**config.mk**
```make
export PLATFORM = sky130hd
export DESIGN_NAME = dodge_top
export DESIGN_NICKNAME = d
export VERILOG_FILES = /design/src/verilog/dodge_pkg.sv /design/src/verilog/dodge_playfield.sv /design/src/verilog/frame_sender.sv /design/src/verilog/word_fifo.sv /design/src/verilog/max7219_serializer.sv /design/src/verilog/dodge_top.sv
export VERILOG_INCLUDE_DIRS = /design/src /design/src/include
export SDC_FILE = /design/constraint.sdc
export NUM_CORES = 1
export LEC_CHECK = 0
export BUFFER_PORTS_ARGS = -buffer_cell sky130_fd_sc_hd__buf_2
export CAP_MARGIN = 20
export CORE_MARGIN = 2
export CORE_UTILIZATION = 55
export DETAILED_ROUTE_END_ITERATION = 8
export PLACE_DENSITY = 0.74
export SYNTH_ARGS = -nofsm -noshare
export SYNTH_HDL_FRONTEND = slang
export SYNTH_SLANG_ARGS = --single-unit
```
**constraint.sdc**
```tcl
create_clock -name clock_50 -period 4 [get_ports clock_50]
set_input_delay 1.2 -clock clock_50 [delete_from_list [all_inputs] [get_ports clock_50]]
set_output_delay 1.2 -clock clock_50 [all_outputs]
set_load 0.03 [all_outputs]
```
**src/include/game_consts.svh**
```systemverilog
`ifndef GAME_CONSTS_SVH
`define GAME_CONSTS_SVH

// Matrix geometry, rows and columns alike
`define ROWS 8

// Word FIFO entries, also the sender's starting credits
`define FIFO_DEPTH 4

// Timing in clock_50 cycles
`define SCLK_DIV 2
`define SCROLL_TICKS 1024

// Scroll steps survived for a win
`define WIN_ROWS 16

// Obstacle source, polynomial x^8+x^6+x^5+x^4+1
`define LFSR_SEED 8'hA5
`define LFSR_TAPS 8'hB8

// MAX7219 start-up values
`define INTENSITY 4'hA
`define NORMAL_OP 8'h01
`define DECODE_NONE 8'h00
`define SCAN_ALL 8'h07
`define TEST_OFF 8'h00

// Fixed pictures, row 7 in the top byte
`define PIC_START 64'h0066_4444_2222_6600
`define PIC_VM 64'h0F6F_0F9F_6F0F_0F0F
`define PIC_MV 64'hF0F6_F0F9_F6F0_F0F0
`define PIC_WIN 64'h0024_2400_4224_3C00

`endif

```
**src/verilog/dodge_pkg.sv**
```systemverilog
`include "game_consts.svh"

package dodge_pkg;

	// One matrix row, bit 7 is the leftmost dot
	typedef logic [`ROWS-1:0] row_t;

	typedef enum logic [2:0] {
		scr_start,
		scr_play,
		scr_p1_lives,
		scr_p2_lives,
		scr_win
	} screen_t;

	// MAX7219 register addresses
	typedef enum logic [3:0] {
		reg_digit1 = 4'h1,
		reg_digit2 = 4'h2,
		reg_digit3 = 4'h3,
		reg_digit4 = 4'h4,
		reg_digit5 = 4'h5,
		reg_digit6 = 4'h6,
		reg_digit7 = 4'h7,
		reg_digit8 = 4'h8,
		reg_decode_mode = 4'h9,
		reg_intensity = 4'hA,
		reg_scan_limit = 4'hB,
		reg_shutdown = 4'hC,
		reg_display_test = 4'hF
	} max_reg_t;

	typedef struct packed {
		logic [3:0] unused;
		logic [3:0] addr;
		row_t data;
	} max_digit_t;

	typedef struct packed {
		logic [3:0] unused;
		max_reg_t code;
		logic [7:0] value;
	} max_cmd_t;

	// Same 16 bits on the wire, read as a digit row or as a command
	typedef union packed {
		max_digit_t digit;
		max_cmd_t cmd;
	} max_word_t;

endpackage

```
**src/verilog/dodge_playfield.sv**
```systemverilog
`timescale 1ns/10ps
`include "game_consts.svh"

module dodge_playfield (
	input  logic clock_50,
	input  logic rst,
	input  logic start,
	input  logic left_1,
	input  logic right_1,
	input  logic left_2,
	input  logic right_2,
	output dodge_pkg::row_t [`ROWS-1:0] rows
);
	import dodge_pkg::*;

	localparam int TICK_W = $clog2(`SCROLL_TICKS);
	localparam int POINT_W = $clog2(`WIN_ROWS);
	localparam row_t P1_HOME = row_t'(1) << 5;
	localparam row_t P2_HOME = row_t'(1) << 2;

	screen_t screen;
	row_t [`ROWS-1:0] obst;
	row_t p1;
	row_t p2;
	row_t p1_nxt;
	row_t p2_nxt;
	row_t fresh;
	logic [7:0] lfsr;
	logic [TICK_W-1:0] tick_cnt;
	logic [POINT_W-1:0] points;
	logic tick;
	logic hit1;
	logic hit2;

	// One step per press, held at the edge
	function automatic row_t step_pos(row_t pos, logic left, logic right);
		if (left && !pos[`ROWS-1])
			return pos << 1;
		if (right && !pos[0])
			return pos >> 1;
		return pos;
	endfunction

	assign p1_nxt = step_pos(p1, left_1, right_1);
	assign p2_nxt = step_pos(p2, left_2, right_2);
	assign tick = (tick_cnt == TICK_W'(`SCROLL_TICKS - 1));

	// Row 1 is the one about to land on the players
	assign hit1 = |(obst[1] & p1_nxt);
	assign hit2 = |(obst[1] & p2_nxt);

	// Never drop a fresh row straight onto a player column
	assign fresh = lfsr & ~(p1_nxt | p2_nxt);

	// ==============================
	// Game state
	always_ff @(posedge clock_50) begin
		if (rst) begin
			screen <= scr_start;
			lfsr <= `LFSR_SEED;
			tick_cnt <= '0;
			points <= '0;
		end else begin
			case (screen)
				scr_start: begin
					if (start) begin
						screen <= scr_play;
						tick_cnt <= '0;
						points <= '0;
					end
				end
				scr_play: begin
					if (tick) begin
						tick_cnt <= '0;
						lfsr <= {lfsr[6:0], ^(lfsr & `LFSR_TAPS)};
						points <= points + 1'b1;
						// Both hit counts as player 1 surviving
						if (hit1 && !hit2)
							screen <= scr_p2_lives;
						else if (hit2)
							screen <= scr_p1_lives;
						else if (points == POINT_W'(`WIN_ROWS - 1))
							screen <= scr_win;
					end else begin
						tick_cnt <= tick_cnt + 1'b1;
					end
				end
				default: begin
					if (start)
						screen <= scr_start;
				end
			endcase
		end
	end

	// Obstacles and players, loaded when play begins
	always_ff @(posedge clock_50) begin
		if (screen == scr_start && start) begin
			obst <= '0;
			p1 <= P1_HOME;
			p2 <= P2_HOME;
		end else if (screen == scr_play) begin
			p1 <= p1_nxt;
			p2 <= p2_nxt;
			if (tick)
				obst <= {fresh, obst[`ROWS-1:1]};
		end
	end

	// ==============================
	// Picture select
	always_comb begin
		case (screen)
			scr_play: begin
				rows = obst;
				rows[0] = obst[0] | p1 | p2;
			end
			scr_p1_lives: rows = `PIC_MV;
			scr_p2_lives: rows = `PIC_VM;
			scr_win: rows = `PIC_WIN;
			default: rows = `PIC_START;
		endcase
	end

endmodule

```
**src/verilog/frame_sender.sv**
```systemverilog
`timescale 1ns/10ps
`include "game_consts.svh"

module frame_sender (
	input  logic clock_50,
	input  logic rst,
	input  dodge_pkg::row_t [`ROWS-1:0] rows,
	input  logic credit_return,
	output logic push,
	output dodge_pkg::max_word_t word
);
	import dodge_pkg::*;

	localparam int CRED_W = $clog2(`FIFO_DEPTH + 1);
	localparam int BOOT_CMDS = 5;

	logic [CRED_W-1:0] credits;
	logic booting;
	logic [2:0] idx;
	logic issue;
	row_t [`ROWS-1:0] snap;
	row_t [`ROWS-1:0] frame;
	row_t col;
	max_reg_t boot_code;
	logic [7:0] boot_value;

	assign issue = (credits != '0);

	// Digit 1 reads the live rows, the rest read the snapshot
	assign frame = (idx == 3'd0) ? rows : snap;

	// Column transpose, row 0 lands in the MSB
	always_comb begin
		for (int r = 0; r < `ROWS; r++)
			col[`ROWS-1-r] = frame[r][`ROWS-1-idx];
	end

	// Start-up command table
	always_comb begin
		case (idx)
			3'd0: begin
				boot_code = reg_shutdown;
				boot_value = `NORMAL_OP;
			end
			3'd1: begin
				boot_code = reg_decode_mode;
				boot_value = `DECODE_NONE;
			end
			3'd2: begin
				boot_code = reg_scan_limit;
				boot_value = `SCAN_ALL;
			end
			3'd3: begin
				boot_code = reg_intensity;
				boot_value = {4'h0, `INTENSITY};
			end
			default: begin
				boot_code = reg_display_test;
				boot_value = `TEST_OFF;
			end
		endcase
	end

	// ==============================
	// Sequencing and credits
	always_ff @(posedge clock_50) begin
		if (rst) begin
			credits <= CRED_W'(`FIFO_DEPTH);
			booting <= 1'b1;
			idx <= '0;
			push <= 1'b0;
		end else begin
			push <= issue;
			if (credit_return && !issue)
				credits <= credits + 1'b1;
			else if (issue && !credit_return)
				credits <= credits - 1'b1;
			if (issue) begin
				if (booting && idx == 3'(BOOT_CMDS - 1)) begin
					booting <= 1'b0;
					idx <= '0;
				end else begin
					idx <= idx + 1'b1;
				end
			end
		end
	end

	always_ff @(posedge clock_50) begin
		if (issue) begin
			if (booting) begin
				word.cmd.unused <= '0;
				word.cmd.code <= boot_code;
				word.cmd.value <= boot_value;
			end else begin
				word.digit.unused <= '0;
				word.digit.addr <= reg_digit1 + 4'(idx);
				word.digit.data <= col;
				if (idx == 3'd0)
					snap <= rows;
			end
		end
	end

endmodule

```
**src/verilog/word_fifo.sv**
```systemverilog
`timescale 1ns/10ps
`include "game_consts.svh"

module word_fifo (
	input  logic clock_50,
	input  logic rst,
	input  logic push,
	input  dodge_pkg::max_word_t word,
	input  logic pop,
	output logic not_empty,
	output dodge_pkg::max_word_t head,
	output logic credit_return
);
	import dodge_pkg::*;

	localparam int PTR_W = $clog2(`FIFO_DEPTH);

	max_word_t mem [`FIFO_DEPTH];
	logic [PTR_W-1:0] wr_ptr;
	logic [PTR_W-1:0] rd_ptr;
	logic [PTR_W:0] count;

	assign not_empty = (count != '0);
	assign head = mem[rd_ptr];

	// No full check, the sender's credits guarantee a free slot
	always_ff @(posedge clock_50) begin
		if (push)
			mem[wr_ptr] <= word;
	end

	always_ff @(posedge clock_50) begin
		if (rst) begin
			wr_ptr <= '0;
			rd_ptr <= '0;
			count <= '0;
			credit_return <= 1'b0;
		end else begin
			credit_return <= pop;
			if (push)
				wr_ptr <= wr_ptr + 1'b1;
			if (pop)
				rd_ptr <= rd_ptr + 1'b1;
			if (push && !pop)
				count <= count + 1'b1;
			else if (pop && !push)
				count <= count - 1'b1;
		end
	end

endmodule

```
**src/verilog/max7219_serializer.sv**
```systemverilog
`timescale 1ns/10ps
`include "game_consts.svh"

module max7219_serializer (
	input  logic clock_50,
	input  logic rst,
	input  logic not_empty,
	input  dodge_pkg::max_word_t head,
	output logic pop,
	output logic max7219_din,
	output logic max7219_ncs,
	output logic max7219_clk
);
	localparam int DIV_W = $clog2(`SCLK_DIV);

	logic [15:0] head_bits;
	logic [15:0] shift_reg;
	logic [DIV_W-1:0] div_cnt;
	logic [4:0] bit_cnt;
	logic busy;
	logic div_end;
	logic ready;

	assign head_bits = head;
	assign div_end = (div_cnt == DIV_W'(`SCLK_DIV - 1));

	// Free once the ncs high gap has run its full half period
	assign ready = !busy || (div_end && bit_cnt == 5'd16 && max7219_ncs);
	assign pop = ready && not_empty;

	always_ff @(posedge clock_50) begin
		if (pop)
			shift_reg <= head_bits;
		else if (busy && div_end && max7219_clk)
			shift_reg <= {shift_reg[14:0], 1'b0};
	end

	// ==============================
	// Framing
	always_ff @(posedge clock_50) begin
		if (rst) begin
			busy <= 1'b0;
			div_cnt <= '0;
			bit_cnt <= '0;
			max7219_ncs <= 1'b1;
			max7219_clk <= 1'b0;
			max7219_din <= 1'b0;
		end else if (pop) begin
			busy <= 1'b1;
			div_cnt <= '0;
			bit_cnt <= '0;
			max7219_ncs <= 1'b0;
			max7219_clk <= 1'b0;
			max7219_din <= head_bits[15];
		end else if (ready) begin
			busy <= 1'b0;
		end else if (busy) begin
			div_cnt <= div_end ? '0 : div_cnt + 1'b1;
			if (div_end) begin
				if (bit_cnt != 5'd16) begin
					// Data moves only on the falling edge
					max7219_clk <= !max7219_clk;
					if (max7219_clk) begin
						bit_cnt <= bit_cnt + 1'b1;
						max7219_din <= shift_reg[14];
					end
				end else begin
					max7219_ncs <= 1'b1;
					max7219_din <= 1'b0;
				end
			end
		end
	end

endmodule

```
**src/verilog/dodge_top.sv**
```systemverilog
`timescale 1ns/10ps
`include "game_consts.svh"

module dodge_top (
	input  logic clock_50,
	input  logic rst,
	input  logic start,
	input  logic left_1,
	input  logic right_1,
	input  logic left_2,
	input  logic right_2,
	output logic max7219_din,
	output logic max7219_ncs,
	output logic max7219_clk
);
	import dodge_pkg::*;

	row_t [`ROWS-1:0] rows;
	max_word_t word;
	max_word_t head;
	logic push;
	logic pop;
	logic not_empty;
	logic credit_return;

	// ==============================
	// Picture source
	dodge_playfield u_playfield (
		.clock_50 (clock_50),
		.rst      (rst),
		.start    (start),
		.left_1   (left_1),
		.right_1  (right_1),
		.left_2   (left_2),
		.right_2  (right_2),
		.rows     (rows)
	);

	// ==============================
	// Display path
	frame_sender u_sender (
		.clock_50      (clock_50),
		.rst           (rst),
		.rows          (rows),
		.credit_return (credit_return),
		.push          (push),
		.word          (word)
	);

	word_fifo u_fifo (
		.clock_50      (clock_50),
		.rst           (rst),
		.push          (push),
		.word          (word),
		.pop           (pop),
		.not_empty     (not_empty),
		.head          (head),
		.credit_return (credit_return)
	);

	max7219_serializer u_serializer (
		.clock_50    (clock_50),
		.rst         (rst),
		.not_empty   (not_empty),
		.head        (head),
		.pop         (pop),
		.max7219_din (max7219_din),
		.max7219_ncs (max7219_ncs),
		.max7219_clk (max7219_clk)
	);

endmodule

```
==> summary.txt, run 1 <==
Run status
  – Status: finished, final reports clean

Setup path
  – Max stage delay on crit path: ~0.38 ns
  – Reg2reg setup slack: 0.92 ns
  – Crit Path Category: flip-flop to flip-flop
  – CP Max Fanout: 14
  – Critical Path AT: 3.54 ns
  – Worst path most repeated cell: inv_1
  – Critical Path, Cell by Cell: inv_1, ha_1, and4bb_2, and2_1, a21boi_1, nor2_1, buf_4, inv_1, ha_1, inv_1, fa_1, xor2_1, or3_1, a21oi_1
  – Crit-path slowest cell: dfxtp_1
  – Worst Setup End Kind: flip-flop
  – CP Launch Type: flip-flop
  – Worst EP required: 4.46 ns

Cells and area
  – Layout cells sized above 1: 9.56%
  – N_diodes: 0
  – Area Overhead vs Synth: 9.33%
  – Regs by FF count: u_playfield.obst: 64 flops, u_sender.snap: 64 flops, u_fifo.mem: 48 flops
  – Final #Nets: 1184

Synth
  – Largest family of logic cells by synthesized area: simple AND/OR/NAND/NOR gates
  – Post-synthesis cell count: between 1000 and 1500
  – Sequential area share after synthesis: 57.2%
  – Most frequent cell after synthesis: nand2_1
  – Post-synth top cells: 225 x nand2_1, 139 x edfxtp_1, 133 x dfxtp_1
  – EDFF count, synth: 139
  – Top cells by area, synth: edfxtp_1 35%, dfxtp_1 22%, nand2_1 7.1%
  – Synth Area in Simple Gates: around 15%
  – Yosys cell types: 65
  – Flops & latches, synth: 272
  – Mux share of post-synthesis cell area: 5.66%
  – Largest area contributor in the netlist: edfxtp_1
  – Synth top area share: 34.9%
  – Syn_area_per_cell: 10.2 µm²
  – Asr flop ratio synth: 0%
  – Yosys Warn Count: 0
  – Compound-cell area share of the yosys netlist: 14.6%
  – Ys flop type: edfxtp_1
  – Fraction of synthesized cell area in xor and xnor cells: between 1.5 and 2%
  – Adder-Cell Fraction of Synth Area: 1.74%
  – Mapped Area: 0.0120 mm²
  – Syn Nets: 1196

Floorplanning
  – Starting Density: 56.5%
  – Core area: 0.0212 mm²
  – Row count: 53
  – Die height: about 150 µm
  – I/O Pins: 10
  – Die Wd: approximately 150 µm
  – Die area: 0.0229 mm²

Routing
  – Final wirelength: 26700 µm
  – DR WL met2: approximately 12000 µm
  – DRC: 0
  – Starting DRC count in detailed routing: slightly below 800
  – DR pass1 iterations: 8
  – Vias/cell: 5.92
  – DRT antenna net count: 0
  – Met1 WL: 11700 µm
  – DR top layer: met4
  – Routed length on met3: 1810 µm
  – Via count: around 8600
  – Wire per inst: between 15 and 20 µm

STA
  – Relative slew slack: approximately 40%
  – FMAX: about 320 MHz
  – TNS Setup: 0 ns
  – Unrepaired setup endpoints after global routing: no
  – Tcrit/Tclk final: 77.1%
  – Worst Skew: 0.0152 ns
  – Final Max Slew Viols: 0
  – Final setup viols: 0
  – Worst-margin pin slew: 0.892 ns
  – Final-report hold violation count: 0
  – Minimum clock period: 3.08 ns

Placement
  – RD Place Congestion: 0.862
  – Port bufs: 9
  – Final HPWL DP: 17400 µm

Power and ir drop
  – Peak VDD IR: 0.458 mV
  – P per Cell Area: 683 mW/mm²
  – Leak Pwr: 4.56 nW
  – Overall power: between 8 and 9 mW

GRT
  – Initial antenna violation count: 0
  – Congestion Overflow GR: 0
  – Total Routing Usage GR: between 20% and 30%
  – Vias in the first global route: 8261
  – Largest net degree at the start of global routing: 79
  – First-pass GRT wire length: 43700 µm

Clock network
  – Root buffer cell: clkbuf_16
  – CTS buffer count: 28
  – CTS clock-pin slew for the worst setup and hold paths: 0.06 ns
  – Maximum clock path buffer count: 3
  – Worst-Skew Late Latency: between 0.5 and 0.6 ns
  – CTS HTree Levels: 1
  – CTS Sinks: approximately 270
  – Post_cts resized: 0
  – CTS tree: yes
  – Post-CTS setup buffers: 0
  – CTS hold repair buffers: 0

Worst hold path
  – Worst hold path class: flip-flop to flip-flop

Run
  – Max-cap violations: 0
[metrics by stage]
stage / cells / instance area [µm²] / util [%] / setup WS [ns] / hold slack (ns)
floorplan: 1173 / 12000 / - / 0.147 / 0.436
global placement: 1405 / 12200 / 57.7 / 0.709 / 0.442
detailed placement: 1405 / 12200 / 57.7 / 0.596 / 0.450
CTS: 1456 / 13100 / 61.8 / 0.555 / 0.459
global route: 1457 / 13100 / 61.8 / 0.713 / 0.476
finish: 1457 / 13100 / 61.8 / 0.915 / 0.460
[per-layer routing]
metal  track usage [%]  vias to the layer above
met5                 0                        -
met4              7.43                        0
met3              3.98                       59
met2              39.0                      295
met1              33.6                     4096
li1                  -                     4169
[layout by cell type, fill, tap and decap left out, types with 11 or more instances in the layout]
cell type,synthesis,routed
nand2b_1,15,14
nor2b_1,11,11
mux2_2,11,11
nand2_1,225,225
ha_1,15,15
a22o_1,16,16
clkbuf_16,0,30
o21ai_0,89,89
a31oi_1,15,15
inv_1,21,21
nand3_1,21,21
nor2_1,97,96
edfxtp_1,139,139
xor2_1,16,16
buf_4,9,22
a21oi_1,126,126
clkbuf_1,35,11
mux4_2,21,21
dfxtp_1,133,133
nor3_1,19,19
[power breakdown]
part	internal, mW	total [mW]	leakage [nW]	switching [mW]
Clock	1.42	2.45	0.428	1.03
Combinational	0.992	2.55	1.76	1.56
Sequential	3.60	3.94	2.37	0.340
Total	6.01	8.94	4.56	2.92
[worst max-delay path, delay by kind of cell, from the launching register on]
kind | cells | cell delay [ns]
AND/OR/NAND/NOR | 4 | 0.84
AO/OA/AOI/OAI | 2 | 0.31
XOR/XNOR | 1 | 0.17
flip-flops | 1 | 0.38
buffers and inverters | 4 | 0.53
adder cells (fa/ha/maj) | 3 | 0.77
[area by class of cell]
type,instances,area [µm²]
fillers,1720,8080
flip-flops and latches,272,6840
multi-input cells,805,4710
clock buffers,44,833
well taps,275,344
repair buffers,32,230
inverters,22,82.6
clock inverters,7,36.3
[cells by family (layout without fill, tap and decap cells)]
| logic type | Yosys count | after routing |
|---|---|---|
| AO/OA/AOI/OAI | 299 | 299 |
| XOR/XNOR | 25 | 25 |
| adder cells (fa/ha/maj) | 16 | 16 |
| buffers and inverters | 96 | 105 |
| flip-flops | 272 | 272 |
| multiplexers | 40 | 40 |
| AND/OR/NAND/NOR | 425 | 425 |
[final timing paths]
kind / startpoint / end / depth (start not counted)
max: u_serializer.bit_cnt[0] / u_fifo.count[2] / 14
min: u_playfield.obst[2] / u_playfield.obst[2] / 2
max reg2reg: u_serializer.bit_cnt[0] / u_fifo.count[2] / 14
min reg2reg: u_playfield.obst[2] / u_playfield.obst[2] / 2
(Power assumes the default switching activity.)
==> run 2, diff against run 1 <==
Settings changed: PLACE_DENSITY 0.74 to 0.71.
Clock period 4 ns to 3.18 ns, I/O delays scaled along.
==> summary.txt, run 2 (synthesized netlist as in run 1, its figures left out) <==
Clock network
  – CTS Sinks: 272 (unchanged)
  – CTS hold repair buffers: 0 (unchanged)
  – CTS HTree Levels: 1 (unchanged)
  – Root buffer cell: clkbuf_16
  – CTS clock-pin slew for the worst setup and hold paths: 0.06 ns (about the same)
  – CTS tree: yes
  – Worst-Skew Late Latency: 0.53 ns (about the same)
  – Post_cts resized: 0 (unchanged)
  – Post-CTS setup buffers: 0 (unchanged)
  – Maximum clock path buffer count: 3 (unchanged)
  – CTS buffer count: 27 (-3.6%)

Power and ir drop
  – Combinational power share: 29.3% (+0.8 points)
  – Leak Pwr: 4.62 nW (+1.3%)
  – Sw power: 3.73 mW (+28%)
  – Seq pwr share: 43.1% (-0.9 points)
  – Peak VDD IR: 0.581 mV (+27%)
  – Internal power: 7.71 mW (+28%)
  – Sw Share: 32.6% (-0.096 points)
  – Overall power: 11.4 mW (+28%)
  – P per Cell Area: 868 mW/mm² (+27%)
  – Clk pwr share: 27.6% (about the same)

Routing
  – DRT antenna net count: 0 (unchanged)
  – DRC: 0 (unchanged)
  – DR pass1 iterations: 5 (-3)
  – Vias/cell: 5.92 (about the same)
  – Wire per inst: 18.6 µm (+1.3%)
  – Starting DRC count in detailed routing: 826 (+6.9%)
  – Final wirelength: 27200 µm (+1.7%)
  – Via count: 8651 (+0.37%)

GRT
  – GR Util met2: 39.0% (-0.045 points)
  – Met1 global-route usage: 35.1% (+1.5 points)
  – Largest net degree at the start of global routing: 73 (-7.6%)
  – First-pass GRT wire length: 43500 µm (-0.29%)
  – Congestion Overflow GR: 0 (unchanged)
  – Initial antenna violation count: 0 (unchanged)
  – Total Routing Usage GR: 24.0% (-0.14 points)
  – Busiest layer in global routing: met2
  – Vias in the first global route: 8125 (-1.6%)
  – GR Layer Usage met3: 2.51% (-1.5 points)

STA
  – Worst Skew: 0.0243 ns (+0.00911 ns)
  – Tcrit/Tclk final: 86.8% (+9.7 points)
  – Minimum clock period: 2.76 ns (-0.325 ns)
  – Worst-margin pin slew: 0.837 ns (-0.0555 ns)
  – Final Max Slew Viols: 0 (unchanged)
  – Final setup viols: 0 (unchanged)
  – Final worst slack: 0.420 ns (-0.495 ns)
  – Unrepaired setup endpoints after global routing: no
  – Final-report hold violation count: 0 (unchanged)
  – TNS Setup: 0 ns (unchanged)
  – FMAX: 362 MHz (+12%)
  – Relative slew slack: 44.1% (+3.6 points)

Cells and area
  – Layout cells sized above 1: 10.4% (+0.89 points)
  – Most common cell after layout, fill and taps aside: nand2_1
  – Regs by FF count: u_playfield.obst: 64 flops, u_sender.snap: 64 flops, u_fifo.mem: 48 flops
  – Area Overhead vs Synth: 10.3%
  – N_diodes: 0 (unchanged)
  – Most frequent cells in the layout: 225 x nand2_1, 139 x edfxtp_1, 133 x dfxtp_1
  – Final core utilization: 62.3% (+0.53 points)
  – Final #Nets: 1190 (+0.51%)

Setup path
  – R2R cell count: 13 (-1)
  – Worst Setup End Kind: flip-flop
  – CP Max Fanout: 6 (-8)
  – R2r endpoint: u_fifo.count[2]
  – Reg2reg setup slack: 0.42 ns (-0.50 ns)
  – Crit-path slowest cell: dfxtp_1
  – Worst EP required: 3.62 ns (-0.84 ns)
  – Critical Path, Cell by Cell: inv_1, ha_1, and4bb_2, and2_1, a21boi_1, nor2_1, inv_1, ha_1, inv_1, fa_1, xor2_1, or3_1, a21oi_1
  – Worst path most repeated cell: inv_1
  – Max stage delay on crit path: 0.38 ns (about the same)
  – CP Launch Type: flip-flop
  – FF-to-FF Start: u_serializer.bit_cnt[0]
  – Critical Path AT: 3.20 ns (-0.34 ns)
  – Buffers & Inverters on Critical Path: 3 (-1)
  – Crit Path Category: flip-flop to flip-flop
  – Crit-path leading delay family: simple AND/OR/NAND/NOR gates

Placement
  – Final HPWL DP: 18100 µm (+3.9%)
  – RD Place Congestion: 0.880 (+2.1%)
  – Port bufs: 9 (unchanged)
  – Place WS: 0.445 ns (-0.152 ns)

Worst hold path
  – Min-delay src: u_playfield.obst[5]
  – Worst hold path class: flip-flop to flip-flop
  – Worst hold path cell count: 2 (unchanged)
  – Hold path endpoint: u_playfield.obst[5]

Floorplanning
  – Core area: 0.0212 mm² (unchanged)
  – Row count: 53 (unchanged)
  – Die height: 151 µm (unchanged)
  – I/O Pins: 10 (unchanged)
  – Die area: 0.0229 mm² (unchanged)
  – Die Wd: 151 µm (unchanged)
  – Starting Density: 56.5% (unchanged)

Run status
  – Status: finished, final reports clean

Run
  – Max-cap violations: 0 (unchanged)
run 2: final cells by class:
type	instances	area [µm²]
clock inverter	8	70.1
inverter	22	82.6
clock buffer	41	821
tap	275	344
multi-input combinational	805	4710
sequential	272	6840
fill	1717	7970
timing repair buffer	39	320
run 2: worst max-delay path by stage:
stage / start / to / slack [ns] / cells past startpoint
finish: u_serializer.bit_cnt[0] / u_fifo.count[2] / 0.42 / 13
global route: u_serializer.bit_cnt[0] / u_fifo.count[2] / 0.26 / 13
CTS: u_serializer.bit_cnt[0] / u_fifo.count[2] / 0.40 / 13
detailed placement: u_serializer.bit_cnt[0] / u_fifo.count[2] / 0.44 / 13
global placement: left_2 / u_playfield.screen[0] / 0.54 / 7
floorplan: u_sender.idx[1] / u_sender.word[5] / 0.09 / 12
run 2: layer usage:
| metal | up-vias | part of all wire (%) |
|---|---|---|
| met4 | 0 | 1.5 |
| met5 | - | 0 |
| met3 | 27 | 4.9 |
| met1 | 4208 | 46 |
| li1 | 4174 | - |
| met2 | 242 | 47 |
run 2: power groups by stage:
stage | registers, mW | logic [mW] | clock network [mW]
2_1_floorplan | 4.84 | 2.45 | 0
3_3_place_gp | 4.98 | 3.23 | 0
3_5_place_dp | 5.00 | 3.29 | 0
4_1_cts | 4.94 | 3.32 | 3.21
5_1_grt | 5.01 | 3.68 | 3.35
6_report | 4.93 | 3.35 | 3.16
run 2: stage by stage:
step	hold slack, ns	area (µm²)	instances
after floorplan	0.436	12000	1173
after global placement	0.444	12300	1413
after detailed placement	0.446	12300	1413
after CTS	0.454	13200	1462
after global routing	0.477	13200	1462
final	0.456	13200	1462
run 2: worst min-delay path, stage by stage (launching register included):
cell and delay [ns]:
dfxtp_1 0.31, nand2_1 0.05, a21oi_1 0.05
